## config.mk

```make
export PLATFORM = sky130hd
export DESIGN_NAME = MipsCore
export DESIGN_NICKNAME = d
export VERILOG_FILES = /design/src/rtl/MipsIsaPkg.sv /design/src/rtl/MipsCtrlPkg.sv /design/src/rtl/ControlUnit.sv /design/src/rtl/RegisterFile.sv /design/src/rtl/Alu.sv /design/src/rtl/MemoryAligner.sv /design/src/rtl/MipsCore.sv
export SDC_FILE = /design/constraint.sdc
export NUM_CORES = 2
export LEC_CHECK = 0
export BUFFER_PORTS_ARGS = -buffer_cell sky130_fd_sc_hd__buf_2
export CORE_MARGIN = 4
export CORE_UTILIZATION = 55
export CTS_CLUSTER_DIAMETER = 40
export DETAILED_ROUTE_END_ITERATION = 7
export PLACE_DENSITY = 0.71
export SLEW_MARGIN = 20
export SYNTH_ARGS = -nofsm -noshare
export SYNTH_HDL_FRONTEND = slang
export SYNTH_HIERARCHICAL = 1
export SYNTH_SLANG_ARGS = --single-unit
```

## constraint.sdc

```tcl
create_clock -name clk -period 9.2 [get_ports clk]
set_input_delay 0.46 -clock clk [delete_from_list [all_inputs] [get_ports clk]]
set_output_delay 0.46 -clock clk [all_outputs]
set_load 0.01 [all_outputs]
```

## src/rtl/MipsIsaPkg.sv

```systemverilog
package MipsIsaPkg;

	////////////////////////////////////////////////////////////////////////////
	// Instruction word layout
	////////////////////////////////////////////////////////////////////////////

	// Architectural widths
	localparam int regAddrWidth = 5;
	localparam int dataWidth = 32;

	// Link register for JAL
	localparam int ra = 31;

	// Low bit of each field
	localparam int opcodeLsb = 26;
	localparam int rsLsb = 21;
	localparam int rtLsb = 16;
	localparam int rdLsb = 11;
	localparam int shamtLsb = 6;

	// Opcode, function, immediate and jump target widths
	localparam int fieldWidth = 6;
	localparam int immWidth = 16;
	localparam int targetWidth = 26;

	////////////////////////////////////////////////////////////////////////////
	// Primary opcodes
	////////////////////////////////////////////////////////////////////////////

	typedef enum logic [5:0]
	{
		opRType = 6'd0,
		opJ = 6'd2,
		opJal = 6'd3,
		opBeq = 6'd4,
		opBne = 6'd5,
		opAddi = 6'd8,
		opAddiu = 6'd9,
		opSlti = 6'd10,
		opAndi = 6'd12,
		opOri = 6'd13,
		opXori = 6'd14,
		opLui = 6'd15,
		opLb = 6'd32,
		opLh = 6'd33,
		opLw = 6'd35,
		opLbu = 6'd36,
		opLhu = 6'd37,
		opLwu = 6'd39,
		opSb = 6'd40,
		opSh = 6'd41,
		opSw = 6'd43
	} opcodeT;

	// R-type function field
	typedef enum logic [5:0]
	{
		fnSll = 6'd0,
		fnSrl = 6'd2,
		fnSra = 6'd3,
		fnJr = 6'd8,
		fnAdd = 6'd32,
		fnAddu = 6'd33,
		fnSub = 6'd34,
		fnSubu = 6'd35,
		fnAnd = 6'd36,
		fnOr = 6'd37,
		fnXor = 6'd38,
		fnNor = 6'd39,
		fnSlt = 6'd42,
		fnSltu = 6'd43
	} functionT;

endpackage

```

## src/rtl/MipsCtrlPkg.sv

```systemverilog
package MipsCtrlPkg;

	////////////////////////////////////////////////////////////////////////////
	// Decoder to datapath control encodings
	////////////////////////////////////////////////////////////////////////////

	// ALU operation class
	typedef enum logic [1:0]
	{
		aluAdd = 2'd0,   // Load and store addresses
		aluSub = 2'd1,   // Branch compare
		aluFunct = 2'd2, // From the function field
		aluImm = 2'd3    // From the opcode
	} aluOpT;

	// Destination register select
	typedef enum logic [1:0]
	{
		dstRt = 2'd0,
		dstRd = 2'd1,
		dstRa = 2'd2
	} regDstT;

	// Write-back source
	typedef enum logic [1:0]
	{
		wbAlu = 2'd0,
		wbMem = 2'd1,
		wbLink = 2'd2
	} memToRegT;

	// Load divider codes
	typedef enum logic [2:0]
	{
		ldWord = 3'd0,
		ldWordU = 3'd1,
		ldByte = 3'd2,
		ldByteU = 3'd3,
		ldHalf = 3'd4,
		ldHalfU = 3'd5
	} loadSizeT;

	// Store divider codes
	typedef enum logic [1:0]
	{
		stWord = 2'd0,
		stByte = 2'd1,
		stHalf = 2'd2
	} storeSizeT;

endpackage

```

## src/rtl/ControlUnit.sv

```systemverilog
module ControlUnit
(
	input MipsIsaPkg::opcodeT opcode,
	input MipsIsaPkg::functionT funct,
	output logic branch,
	output logic branchOnEqual,
	output logic jump,
	output logic jumpReg,
	output logic memRead,
	output logic memWrite,
	output logic aluSrc,
	output logic regWrite,
	output MipsCtrlPkg::aluOpT aluOp,
	output MipsCtrlPkg::regDstT regDst,
	output MipsCtrlPkg::memToRegT memToReg,
	output MipsCtrlPkg::loadSizeT loadSize,
	output MipsCtrlPkg::storeSizeT storeSize
);
	import MipsIsaPkg::*;
	import MipsCtrlPkg::*;

	always_comb
	begin
		// Safe default, nothing written anywhere
		branch = 1'b0;
		branchOnEqual = 1'b0;
		jump = 1'b0;
		jumpReg = 1'b0;
		memRead = 1'b0;
		memWrite = 1'b0;
		aluSrc = 1'b0;
		regWrite = 1'b0;
		aluOp = aluAdd;
		regDst = dstRt;
		memToReg = wbAlu;
		loadSize = ldWord;
		storeSize = stWord;

		case (opcode)
			opRType:
			begin
				aluOp = aluFunct;
				regDst = dstRd;
				// JR redirects only, no register write
				if (funct == fnJr)
					jumpReg = 1'b1;
				else
					regWrite = 1'b1;
			end
			opAddi, opAddiu, opSlti, opAndi, opOri, opXori, opLui:
			begin
				aluOp = aluImm;
				aluSrc = 1'b1;
				regWrite = 1'b1;
			end
			opLw, opLwu, opLb, opLbu, opLh, opLhu:
			begin
				aluSrc = 1'b1;
				memRead = 1'b1;
				regWrite = 1'b1;
				memToReg = wbMem;
				// Divider code per load width
				case (opcode)
					opLwu: loadSize = ldWordU;
					opLb: loadSize = ldByte;
					opLbu: loadSize = ldByteU;
					opLh: loadSize = ldHalf;
					opLhu: loadSize = ldHalfU;
					default: loadSize = ldWord;
				endcase
			end
			opSw, opSb, opSh:
			begin
				aluSrc = 1'b1;
				memWrite = 1'b1;
				if (opcode == opSb)
					storeSize = stByte;
				else if (opcode == opSh)
					storeSize = stHalf;
			end
			opBeq, opBne:
			begin
				branch = 1'b1;
				aluOp = aluSub;
				branchOnEqual = (opcode == opBeq);
			end
			opJ:
				jump = 1'b1;
			opJal:
			begin
				// Link to ra with PC+4
				jump = 1'b1;
				regWrite = 1'b1;
				regDst = dstRa;
				memToReg = wbLink;
			end
			default:
			begin
			end
		endcase
	end

endmodule

```

## src/rtl/RegisterFile.sv

```systemverilog
module RegisterFile
(
	input logic clk,
	input logic reset,
	input logic [MipsIsaPkg::regAddrWidth-1:0] readAddrA,
	input logic [MipsIsaPkg::regAddrWidth-1:0] readAddrB,
	input logic [MipsIsaPkg::regAddrWidth-1:0] writeAddr,
	input logic [MipsIsaPkg::dataWidth-1:0] writeData,
	input logic writeEnable,
	output logic [MipsIsaPkg::dataWidth-1:0] readDataA,
	output logic [MipsIsaPkg::dataWidth-1:0] readDataB
);
	import MipsIsaPkg::*;

	logic [dataWidth-1:0] regs [2**regAddrWidth];

	// Write on the edge, register zero never written
	always_ff @(posedge clk)
	begin
		if (reset)
		begin
			for (int i = 0; i < 2**regAddrWidth; i++)
				regs[i] <= '0;
		end
		else if (writeEnable && writeAddr != '0)
			regs[writeAddr] <= writeData;
	end

	// Combinational reads, zero hardwired
	assign readDataA = (readAddrA == '0) ? '0 : regs[readAddrA];
	assign readDataB = (readAddrB == '0) ? '0 : regs[readAddrB];

endmodule

```

## src/rtl/Alu.sv

```systemverilog
module Alu
(
	input MipsCtrlPkg::aluOpT aluOp,
	input MipsIsaPkg::opcodeT opcode,
	input MipsIsaPkg::functionT funct,
	input logic [MipsIsaPkg::regAddrWidth-1:0] shamt,
	input logic [MipsIsaPkg::dataWidth-1:0] operandA,
	input logic [MipsIsaPkg::dataWidth-1:0] operandB,
	output logic [MipsIsaPkg::dataWidth-1:0] result,
	output logic zero
);
	import MipsIsaPkg::*;
	import MipsCtrlPkg::*;

	// Resolved operation
	typedef enum logic [3:0]
	{
		opAdd, opSub, opAnd, opOr, opXor, opNor,
		opSlt, opSltu, opSll, opSrl, opSra, opLuiOp
	} aluFnT;

	aluFnT op;

	////////////////////////////////////////////////////////////////////////////
	// Operation decode
	////////////////////////////////////////////////////////////////////////////

	always_comb
	begin
		op = opAdd;
		case (aluOp)
			aluSub: op = opSub;
			aluFunct:
				case (funct)
					fnSub, fnSubu: op = opSub;
					fnAnd: op = opAnd;
					fnOr: op = opOr;
					fnXor: op = opXor;
					fnNor: op = opNor;
					fnSlt: op = opSlt;
					fnSltu: op = opSltu;
					fnSll: op = opSll;
					fnSrl: op = opSrl;
					fnSra: op = opSra;
					default: op = opAdd; // ADD, ADDU, JR
				endcase
			aluImm:
				case (opcode)
					opSlti: op = opSlt;
					opAndi: op = opAnd;
					opOri: op = opOr;
					opXori: op = opXor;
					opLui: op = opLuiOp;
					default: op = opAdd; // ADDI, ADDIU
				endcase
			default: op = opAdd;
		endcase
	end

	////////////////////////////////////////////////////////////////////////////
	// Compute
	////////////////////////////////////////////////////////////////////////////

	always_comb
	begin
		case (op)
			opSub: result = operandA - operandB;
			opAnd: result = operandA & operandB;
			opOr: result = operandA | operandB;
			opXor: result = operandA ^ operandB;
			opNor: result = ~(operandA | operandB);
			opSlt: result = dataWidth'($signed(operandA) < $signed(operandB));
			opSltu: result = dataWidth'(operandA < operandB);
			// Shifts act on rt
			opSll: result = operandB << shamt;
			opSrl: result = operandB >> shamt;
			opSra: result = $unsigned($signed(operandB) >>> shamt);
			opLuiOp: result = {operandB[immWidth-1:0], {immWidth{1'b0}}};
			default: result = operandA + operandB;
		endcase
	end

	assign zero = (result == '0);

endmodule

```

## src/rtl/MemoryAligner.sv

```systemverilog
module MemoryAligner
(
	input MipsCtrlPkg::loadSizeT loadSize,
	input MipsCtrlPkg::storeSizeT storeSize,
	input logic [MipsIsaPkg::dataWidth-1:0] address,
	input logic [MipsIsaPkg::dataWidth-1:0] storeData,
	input logic [MipsIsaPkg::dataWidth-1:0] memReadData,
	output logic [MipsIsaPkg::dataWidth-1:0] memWriteData,
	output logic [3:0] byteEnable,
	output logic [MipsIsaPkg::dataWidth-1:0] loadData
);
	import MipsCtrlPkg::*;

	logic [1:0] lane;
	logic [7:0] loadByte;
	logic [15:0] loadHalf;

	assign lane = address[1:0];

	////////////////////////////////////////////////////////////////////////////
	// Store lane steering
	////////////////////////////////////////////////////////////////////////////

	always_comb
	begin
		case (storeSize)
			stByte:
			begin
				// Byte on every lane, one enable
				memWriteData = {4{storeData[7:0]}};
				byteEnable = 4'b0001 << lane;
			end
			stHalf:
			begin
				memWriteData = {2{storeData[15:0]}};
				byteEnable = lane[1] ? 4'b1100 : 4'b0011;
			end
			default:
			begin
				memWriteData = storeData;
				byteEnable = 4'b1111;
			end
		endcase
	end

	////////////////////////////////////////////////////////////////////////////
	// Load extraction, little endian
	////////////////////////////////////////////////////////////////////////////

	assign loadByte = memReadData[8*lane +: 8];
	assign loadHalf = lane[1] ? memReadData[31:16] : memReadData[15:0];

	always_comb
	begin
		case (loadSize)
			ldByte: loadData = {{24{loadByte[7]}}, loadByte};
			ldByteU: loadData = {24'b0, loadByte};
			ldHalf: loadData = {{16{loadHalf[15]}}, loadHalf};
			ldHalfU: loadData = {16'b0, loadHalf};
			// LW and LWU identical on 32 bits
			default: loadData = memReadData;
		endcase
	end

endmodule

```

## src/rtl/MipsCore.sv

```systemverilog
module MipsCore
(
	input logic clk,
	input logic reset,
	input logic [MipsIsaPkg::dataWidth-1:0] imemData,
	input logic [MipsIsaPkg::dataWidth-1:0] dmemReadData,
	output logic [MipsIsaPkg::dataWidth-1:0] imemAddr,
	output logic [MipsIsaPkg::dataWidth-1:0] dmemAddr,
	output logic [MipsIsaPkg::dataWidth-1:0] dmemWriteData,
	output logic [3:0] dmemByteEnable,
	output logic dmemWrite,
	output logic dmemRead
);
	import MipsIsaPkg::*;
	import MipsCtrlPkg::*;

	// Instruction fields
	opcodeT opcode;
	functionT funct;
	logic [regAddrWidth-1:0] rs, rt, rd, shamt;
	logic [immWidth-1:0] imm;
	logic [targetWidth-1:0] target;

	// Control
	logic branch, branchOnEqual, jump, jumpReg;
	logic memRead, memWrite, aluSrc, regWrite;
	aluOpT aluOp;
	regDstT regDst;
	memToRegT memToReg;
	loadSizeT loadSize;
	storeSizeT storeSize;

	// Datapath
	logic [dataWidth-1:0] pc, pcPlus4, nextPc, branchTarget, jumpTarget;
	logic [dataWidth-1:0] extImm, rsData, rtData, aluB, aluResult;
	logic [dataWidth-1:0] loadData, writeBack;
	logic [regAddrWidth-1:0] writeReg;
	logic zero, branchTaken;

	assign opcode = opcodeT'(imemData[opcodeLsb +: fieldWidth]);
	assign funct = functionT'(imemData[fieldWidth-1:0]);
	assign rs = imemData[rsLsb +: regAddrWidth];
	assign rt = imemData[rtLsb +: regAddrWidth];
	assign rd = imemData[rdLsb +: regAddrWidth];
	assign shamt = imemData[shamtLsb +: regAddrWidth];
	assign imm = imemData[immWidth-1:0];
	assign target = imemData[targetWidth-1:0];

	ControlUnit control
	(
		.opcode(opcode), .funct(funct),
		.branch(branch), .branchOnEqual(branchOnEqual), .jump(jump), .jumpReg(jumpReg),
		.memRead(memRead), .memWrite(memWrite), .aluSrc(aluSrc), .regWrite(regWrite),
		.aluOp(aluOp), .regDst(regDst), .memToReg(memToReg),
		.loadSize(loadSize), .storeSize(storeSize)
	);

	////////////////////////////////////////////////////////////////////////////
	// Program counter
	////////////////////////////////////////////////////////////////////////////

	assign pcPlus4 = pc + 32'd4;
	assign branchTarget = pcPlus4 + {extImm[dataWidth-3:0], 2'b00};
	assign jumpTarget = {pcPlus4[31:28], target, 2'b00};
	// Taken when compare result matches the branch sense
	assign branchTaken = branch && (zero == branchOnEqual);

	always_comb
	begin
		if (jumpReg)
			nextPc = rsData;
		else if (jump)
			nextPc = jumpTarget;
		else if (branchTaken)
			nextPc = branchTarget;
		else
			nextPc = pcPlus4;
	end

	always_ff @(posedge clk)
	begin
		if (reset)
			pc <= '0;
		else
			pc <= nextPc;
	end

	assign imemAddr = pc;

	// Logic immediates zero-extended, rest sign-extended
	always_comb
	begin
		if (opcode == opAndi || opcode == opOri || opcode == opXori)
			extImm = {{immWidth{1'b0}}, imm};
		else
			extImm = {{immWidth{imm[immWidth-1]}}, imm};
	end

	////////////////////////////////////////////////////////////////////////////
	// Register file, ALU, memory
	////////////////////////////////////////////////////////////////////////////

	always_comb
	begin
		case (regDst)
			dstRd: writeReg = rd;
			dstRa: writeReg = regAddrWidth'(ra);
			default: writeReg = rt;
		endcase
	end

	always_comb
	begin
		case (memToReg)
			wbMem: writeBack = loadData;
			wbLink: writeBack = pcPlus4;
			default: writeBack = aluResult;
		endcase
	end

	RegisterFile regFile
	(
		.clk(clk), .reset(reset),
		.readAddrA(rs), .readAddrB(rt),
		.writeAddr(writeReg), .writeData(writeBack), .writeEnable(regWrite),
		.readDataA(rsData), .readDataB(rtData)
	);

	assign aluB = aluSrc ? extImm : rtData;

	Alu alu
	(
		.aluOp(aluOp), .opcode(opcode), .funct(funct), .shamt(shamt),
		.operandA(rsData), .operandB(aluB),
		.result(aluResult), .zero(zero)
	);

	MemoryAligner aligner
	(
		.loadSize(loadSize), .storeSize(storeSize),
		.address(aluResult), .storeData(rtData), .memReadData(dmemReadData),
		.memWriteData(dmemWriteData), .byteEnable(dmemByteEnable), .loadData(loadData)
	);

	// Word address toward the memory, lanes by byte enables
	assign dmemAddr = aluResult;
	assign dmemRead = memRead;
	// No store while held in reset
	assign dmemWrite = memWrite && !reset;

endmodule

```

# Word-level counts from Yosys, hierarchy flattened
# Memories as Yosys holds them, arrays and structs flattened.
# Index checks and enable logic that the tools add are counted.
# W data, S select, Z words.
# word_totals
memories	1
ff_bits	32
ram_bits	1024
word_cells	138
# mem_list
name	words	word_bits	read_ports	rd_ports_with_merged_regs	wr	line	rtl
regFile.regs	32	32	2	0	32	RegisterFile.sv:15	logic [dataWidth-1:0] regs [2**regAddrWidth];
# classes
n_eq_ne	56
n_reduce_logical	21
addsub	4
shift	5
n_mux	44
bitwise	4
magnitude_cmp	2
# ops
operator	count
$pmux W32 S11	1
$mux W32	8
$pmux W32 S2	2
$pmux W32 S4	1
$eq A6 B6 Y1 const B	17
$add A32 B32 Y32	2
$lt A32 B32 Y1	2
$eq A6 B4 Y1 const B	8
$pmux W4 S10	1
$add A32 B3 Y32 const B	1
$and A32 B32 Y32	1
$logic_not A32 Y1	1
$not A32 Y32	1
$or A32 B32 Y32	1
$reduce_or A32 Y1	1
$shiftx A32 B6 Y8	1
$shl A32 B5 Y32	1
$shr A32 B5 Y32	1
$sshr A32 B5 Y32	1
$sub A32 B32 Y32	1
$xor A32 B32 Y32	1
$eq A6 B2 Y1 const B	4
$pmux W4 S5	1
$eq A4 B3 Y1 const B	4
other kinds (35)	73

# Depth between registers and ports, before layout
# logic_depth
word_depth	14
ltp_mapped	36

# Cells and area by module
# Netlist, hierarchy kept.
# by_module_without_submodules
module	cells_each	seq_area_each_um2	area_each_um2	n_inst
RegisterFile	3690	30749.5	54611.1	1
Alu	1448	0.0	10122.2	1
MipsCore	732	640.6	4912.2	1
MemoryAligner	215	0.0	1491.4	1
ControlUnit	49	0.0	309.0	1

# Worst setup path before layout
# OpenSTA, ideal clock, no wires.
# synth_timing
path_kind	input to register
startpoint	input port imemData[18] (netlist name)
endpoint	register pc[4] (netlist: imemAddr[4])
required_ns	9.072
path_buffers	6
path_slack_ns	1.806
stages	31
arrival_time_ns	7.266
cell_sequence	buf_2 > buf_2 > clkbuf_1 > mux4_2 > a22o_1 > a2111oi_1 > nor3_1 > mux2_2 > inv_1 > ha_1 > clkbuf_1 > or3b_1 > a2111oi_0 > a21oi_1 > nor2b_1 > a22o_1 > or4_4 > or3_1 > or4_1 > nor4b_2 > nand4b_1 > nor4_2 > xnor2_1 > and2_1 > clkbuf_1 > clkbuf_1 > a211oi_1 > a21oi_1 > nor2_1 > a21oi_1 > nor2_1
# synth_lines
item	line	rtl
from (decl)	MipsCore.sv:5	input logic [MipsIsaPkg::dataWidth-1:0] imemData,
$mem_v2 Z32 W32 or $logic_not A5 Y1 (tied branches)	n/a	
$mux W32 (*)	RegisterFile.sv:31	assign readDataB = (readAddrB == '0) ? '0 : regs[readAddrB];
via rtData[6]	MipsCore.sv:35	logic [dataWidth-1:0] extImm, rsData, rtData, aluB, aluResult;
$mux W32 (*)	MipsCore.sv:129	assign aluB = aluSrc ? extImm : rtData;
via aluB[6]	MipsCore.sv:35	
$add A32 B32 Y32 (tied with other cells)	Alu.sv:79	default: result = operandA + operandB;
$pmux W32 S11 (*)	Alu.sv:66	case (op)
via dmemAddr (one bit)	MipsCore.sv:8	output logic [MipsIsaPkg::dataWidth-1:0] dmemAddr,
$logic_not A32 Y1 (*)	Alu.sv:83	assign zero = (result == '0);
via zero	MipsCore.sv:38	logic zero, branchTaken;
$eq A1 B1 Y1 (*)	MipsCore.sv:66	assign branchTaken = branch && (zero == branchOnEqual);
$logic_and A1 B1 Y1 (*)	MipsCore.sv:66	
$mux W32 (*)	MipsCore.sv:74	else if (branchTaken)
$mux W32 (*)	MipsCore.sv:72	else if (jump)
$mux W32 (*)	MipsCore.sv:70	if (jumpReg)
to (signal assigned)	MipsCore.sv:85	pc <= nextPc;
to (decl)	MipsCore.sv:34	logic [dataWidth-1:0] pc, pcPlus4, nextPc, branchTarget, jumpTarget;
# Mark *: on every way through the listed nets, which the timed path passes. The rest lies on a longest branch.
# A chain may end at the register's enable or synchronous reset.

# Worst setup path in the final report
# layout_timing
startpoint	input port imemData[18] (netlist name)
endpoint	register pc[18] (netlist: imemAddr[18])
# layout_via
elab_chain_cells	12
# layout_lines
item	line
$mem_v2 Z32 W32 or $logic_not A5 Y1 (tied branches)	n/a
$mux W32 (*)	RegisterFile.sv:31
via rtData[12]	MipsCore.sv:35
$mux W32 (*)	MipsCore.sv:129
via aluB[12]	MipsCore.sv:35
branches (longest 2 deep; another with $add A32 B32 Y32)	n/a
$pmux W32 S11 (*)	Alu.sv:66
$logic_not A32 Y1 (*)	Alu.sv:83
via zero	MipsCore.sv:38
$eq A1 B1 Y1 (*)	MipsCore.sv:66
$logic_and A1 B1 Y1 (*)	MipsCore.sv:66
$mux W32 (*)	MipsCore.sv:74
$mux W32 (*)	MipsCore.sv:72
$mux W32 (*)	MipsCore.sv:70
# Mark *: on every way through the listed nets, which the timed path passes.

==> summary.md <==
| Metric | Value |
|---|---|
| Root Buffer | `clkbuf_16` |
| # nets final | `about 6600` |
| Post-route setup slack | `just under 0.009 ns` |
| Inserted Clock Buffers | `between 100 and 150` |
| Fin. Hold Viols | `0` |
| Clk buf depth | `3` |
| Least-Margin Pin Slew | `approximately 1.4 ns` |
| Fraction of registers with async set/reset | `0%` |
| Most used cell, CP | `buf_4` |
| First-pass GRT wire length | `about 440000 µm` |
| Site Rows | `131` |
| Post-CTS setup buffer count | `0` |
| Cts hold-fix bufs | `0` |
| Antenna viol nets, final | `0` |
| Final period util | `99.9%` |
| Peak VDD IR | `0.207 mV` |
| Drt total wl | `between 300000 and 400000 µm` |
| Critical Path RT | `between 9 and 10 ns` |
| H-tree depth | `4` |
| Clock slew at reported path FFs | `roughly 0.060 ns` |
| Vias per cell | `between 7 and 8` |
| Post-layout min period | `around 9 ns` |
| Max-Cap Viols | `0` |
| Starting Density | `roughly 56%` |
| CP startpoint kind | `input pin` |
| Drt pass-1 iters | `8` |
| Pre-CTS WS | `-0.169 ns` |
| Share of cells above drive strength 1 | `between 20% and 30%` |
| GP Congestion | `around 1.2` |
| Area delta synth->final | `15.3%` |
| Max frequency | `between 0.1 and 0.15 GHz` |
| Unrepaired setup endpoints after global routing | `false` |
| Yosys cell types | `between 100 and 150` |
| Post-synthesis cell area | `0.0714 mm²` |
| GRT overflow | `0` |
| Minimum hold slack | `0.120 ns` |
| IO Port Bufs | `between 150 and 200` |
| I/O pins | `168` |
| Vias in the first global route | `~58000` |
| Core area | `around 0.13 mm²` |
| Initial antenna violation count | `20` |
| Int Power | `10.7 mW` |
| Min-delay worst type | `input pin to register` |
| Slew Limit Fails | `0` |
| Via Count | `approximately 61000` |
| Crit Path Class | `input pin to register` |
| Largest stage delay on the critical path | `~1.2 ns` |
| Post_cts resized | `0` |
| Gr usage total | `45.9%` |
| Final setup vio count | `0` |
| Synth warn | `6` |
| Detailed-placement wirelength estimate | `~220000 µm` |
| Worst-case headroom to the max-slew limit | `between 5 and 6%` |
| Sequential element share of the synthesized area | `43.9%` |
| Critical path arrival | `slightly below 10 ns` |
| Setup TNS | `0 ns` |
| CP endpoint kind | `register` |
| Gate power share | `a little under a third` |
| Failing checks | `design-rule violations` |
| DRC | `1` |
| LEAKAGE | `approximately 32 nW` |
| Synth Register Bits | `1056` |
| Die height | `368 µm` |
| Seq pwr share | `between 30 and 40%` |
| CTS tree | `built` |
| Die area | `between 0.1 and 0.15 mm²` |
| Cell count after synthesis | `slightly above 6000` |
| Largest net degree at the start of global routing | `60` |
| Post-synth top area cell | `edfxtp_1` |
| Detailed Route Iter0 Violations | `10700` |
| EDFF count, synth | `around 1000` |
| Leading post-synthesis cells by cell area | `edfxtp_1 43%, mux4_2 14%, and2_1 9.0%` |
| Switch Pwr | `between 5 and 6 mW` |
| Clock power frac | `approximately 36%` |
| Sink Count | `1056` |
| Sw Share | `a little over a third` |
| Avg WL per Cell | `38.3 µm` |
| Predominant post-synthesis flop cell | `edfxtp_1` |
| Total power | `16.6 mW` |
| Syn avg cell area | `approximately 12 µm²` |
| Die X | `368 µm` |
| Status | `complete, but fails checks` |
| Skew final | `approximately 0.042 ns` |
| Crit-path slowest cell | `a2111oi_1` |
| Crit path max fanout | `51` |
| Yosys top cell area share | `a little over two fifths` |
| Power per cell area | `between 200 and 250 mW/mm²` |
| Clock Latency Late Sink | `0.80 ns` |
-- per-layer routing --
metal | wire length (µm) | global-route usage, % | vias up | part of all wire, %
met5 | 121 | 0.356 | - | 0.038
met4 | 30800 | 34.9 | 18 | 9.7
met3 | 52700 | 20.5 | 1351 | 17
met2 | 129000 | 63.8 | 5621 | 41
met1 | 105000 | 56.0 | 29800 | 33
li1 | - | - | 24100 | -
-- power by group through the flow --
stage | combinational, mW | sequential, mW | clock [mW]
floorplan | 2.36 | 5.61 | 0
finish | 5.10 | 5.57 | 5.89
global route | 5.15 | 5.58 | 6.15
global placement | 4.76 | 5.64 | 0
CTS | 4.80 | 5.56 | 5.91
detailed placement | 4.78 | 5.65 | 0
-- cell usage after synthesis, types with 32 or more instances --
cell       count
nor2_1       266
ha_1         127
clkbuf_1     419
xnor2_1       48
and2_1      1023
a21oi_1      206
edfxtp_1    1024
o22ai_1       91
buf_2         82
nand2_1      253
a31oi_1       44
nor2b_1       71
a211oi_1      77
a22oi_1      144
buf_4         44
mux2i_1      362
nand3_1       65
o21ai_0      192
a22o_1        65
nor4_1        43
a2111oi_1     43
inv_1        140
mux4_2       447
mux2_2        62
or2_2         45
o211ai_1      51
nor3_1        95
dfxtp_1       32
-- stage by stage --
step / cells / instance area [µm²] / util, %
4_1_cts: 8273 / 82300 / 64.1
6_report: 8287 / 82400 / 64.2
3_3_place_gp: 8003 / 77100 / 60.1
3_5_place_dp: 8003 / 77100 / 60.1
5_1_grt: 8275 / 82300 / 64.2
2_1_floorplan: 6165 / 71600 / -
-- flip-flops by register name, summed over array words and instances (netlist names) --
name and count:
regFile/regs 1024, imemAddr 32
-- worst max-delay path: cells and delay by family --
kind,cells,cell delay (ns)
and+or+nand+nor,7,1.64
AOI/OAI and AO/OA,12,4.22
xor gates and xnor gates,1,0.15
adders and majority gates,1,0.31
muxes,2,0.84
buffers and inverters,9,2.04
-- cell usage in the layout (no fill, tap or decap), types with 21 or more instances in the layout --
cell       instances
a2111oi_0         22
a2111oi_1         45
a211oi_1          75
a21o_1            30
a21oi_1          206
a22o_1            65
a22oi_1          144
a31oi_1           43
and2_1          1024
and3_1            29
buf_12            55
buf_2            158
buf_4            490
clkbuf_16        145
conb_1            32
dfxtp_1           32
edfxtp_1        1024
ha_1             125
inv_1            140
mux2_2            62
mux2i_1          362
mux4_2           447
nand2_1          253
nand3_1           65
nand4_1           28
nor2_1           231
nor2_2            25
nor2b_1           66
nor3_1            92
nor4_1            27
o211ai_1          51
o21a_1            21
o21ai_0          157
o21ai_2           33
o21bai_1          23
o22ai_1           91
or2_2             45
xnor2_1           48
xor2_1            21
-- worst paths after layout --
| check | cells past startpoint | start | slack [ns] | to |
|---|---|---|---|---|
| min | 3 | imemData[4] | 0.12 | imemAddr[6] |
| min reg2reg | 3 | imemAddr[1] | 0.76 | imemAddr[1] |
| max | 32 | imemData[18] | 0.009 | imemAddr[18] |
| max reg2reg | 29 | regFile/regs[31][12] | 0.33 | imemAddr[18] |
-- cell type report --
type / count / area [µm²]
repair buffers: 710 / 5660
fillers: 9675 / 46000
clock buffers: 158 / 3680
well taps: 1729 / 2160
diodes: 12 / 30.0
clock inverters: 112 / 1430
inverters: 147 / 554
multi-input cells: 4363 / 37500
flip-flops and latches: 1056 / 31400
-- logic make-up (layout without fill, tap and decap cells) --
kind of cell             count (synthesis)  in the layout  synth area share (%)
AND/OR/NAND/NOR                       2024           2024                  16.0
AO/OA/AOI/OAI                         1235           1235                  12.2
XOR/XNOR                                70             70                 0.869
multiplexers                           872            872                  20.2
flip-flops                            1056           1056                  43.9
other                                    1             44               0.00525
buffers and inverters                  746           1127                  4.58
adder cells (fa/ha/maj)                130            130                  2.31
(Power assumes the default switching activity.)
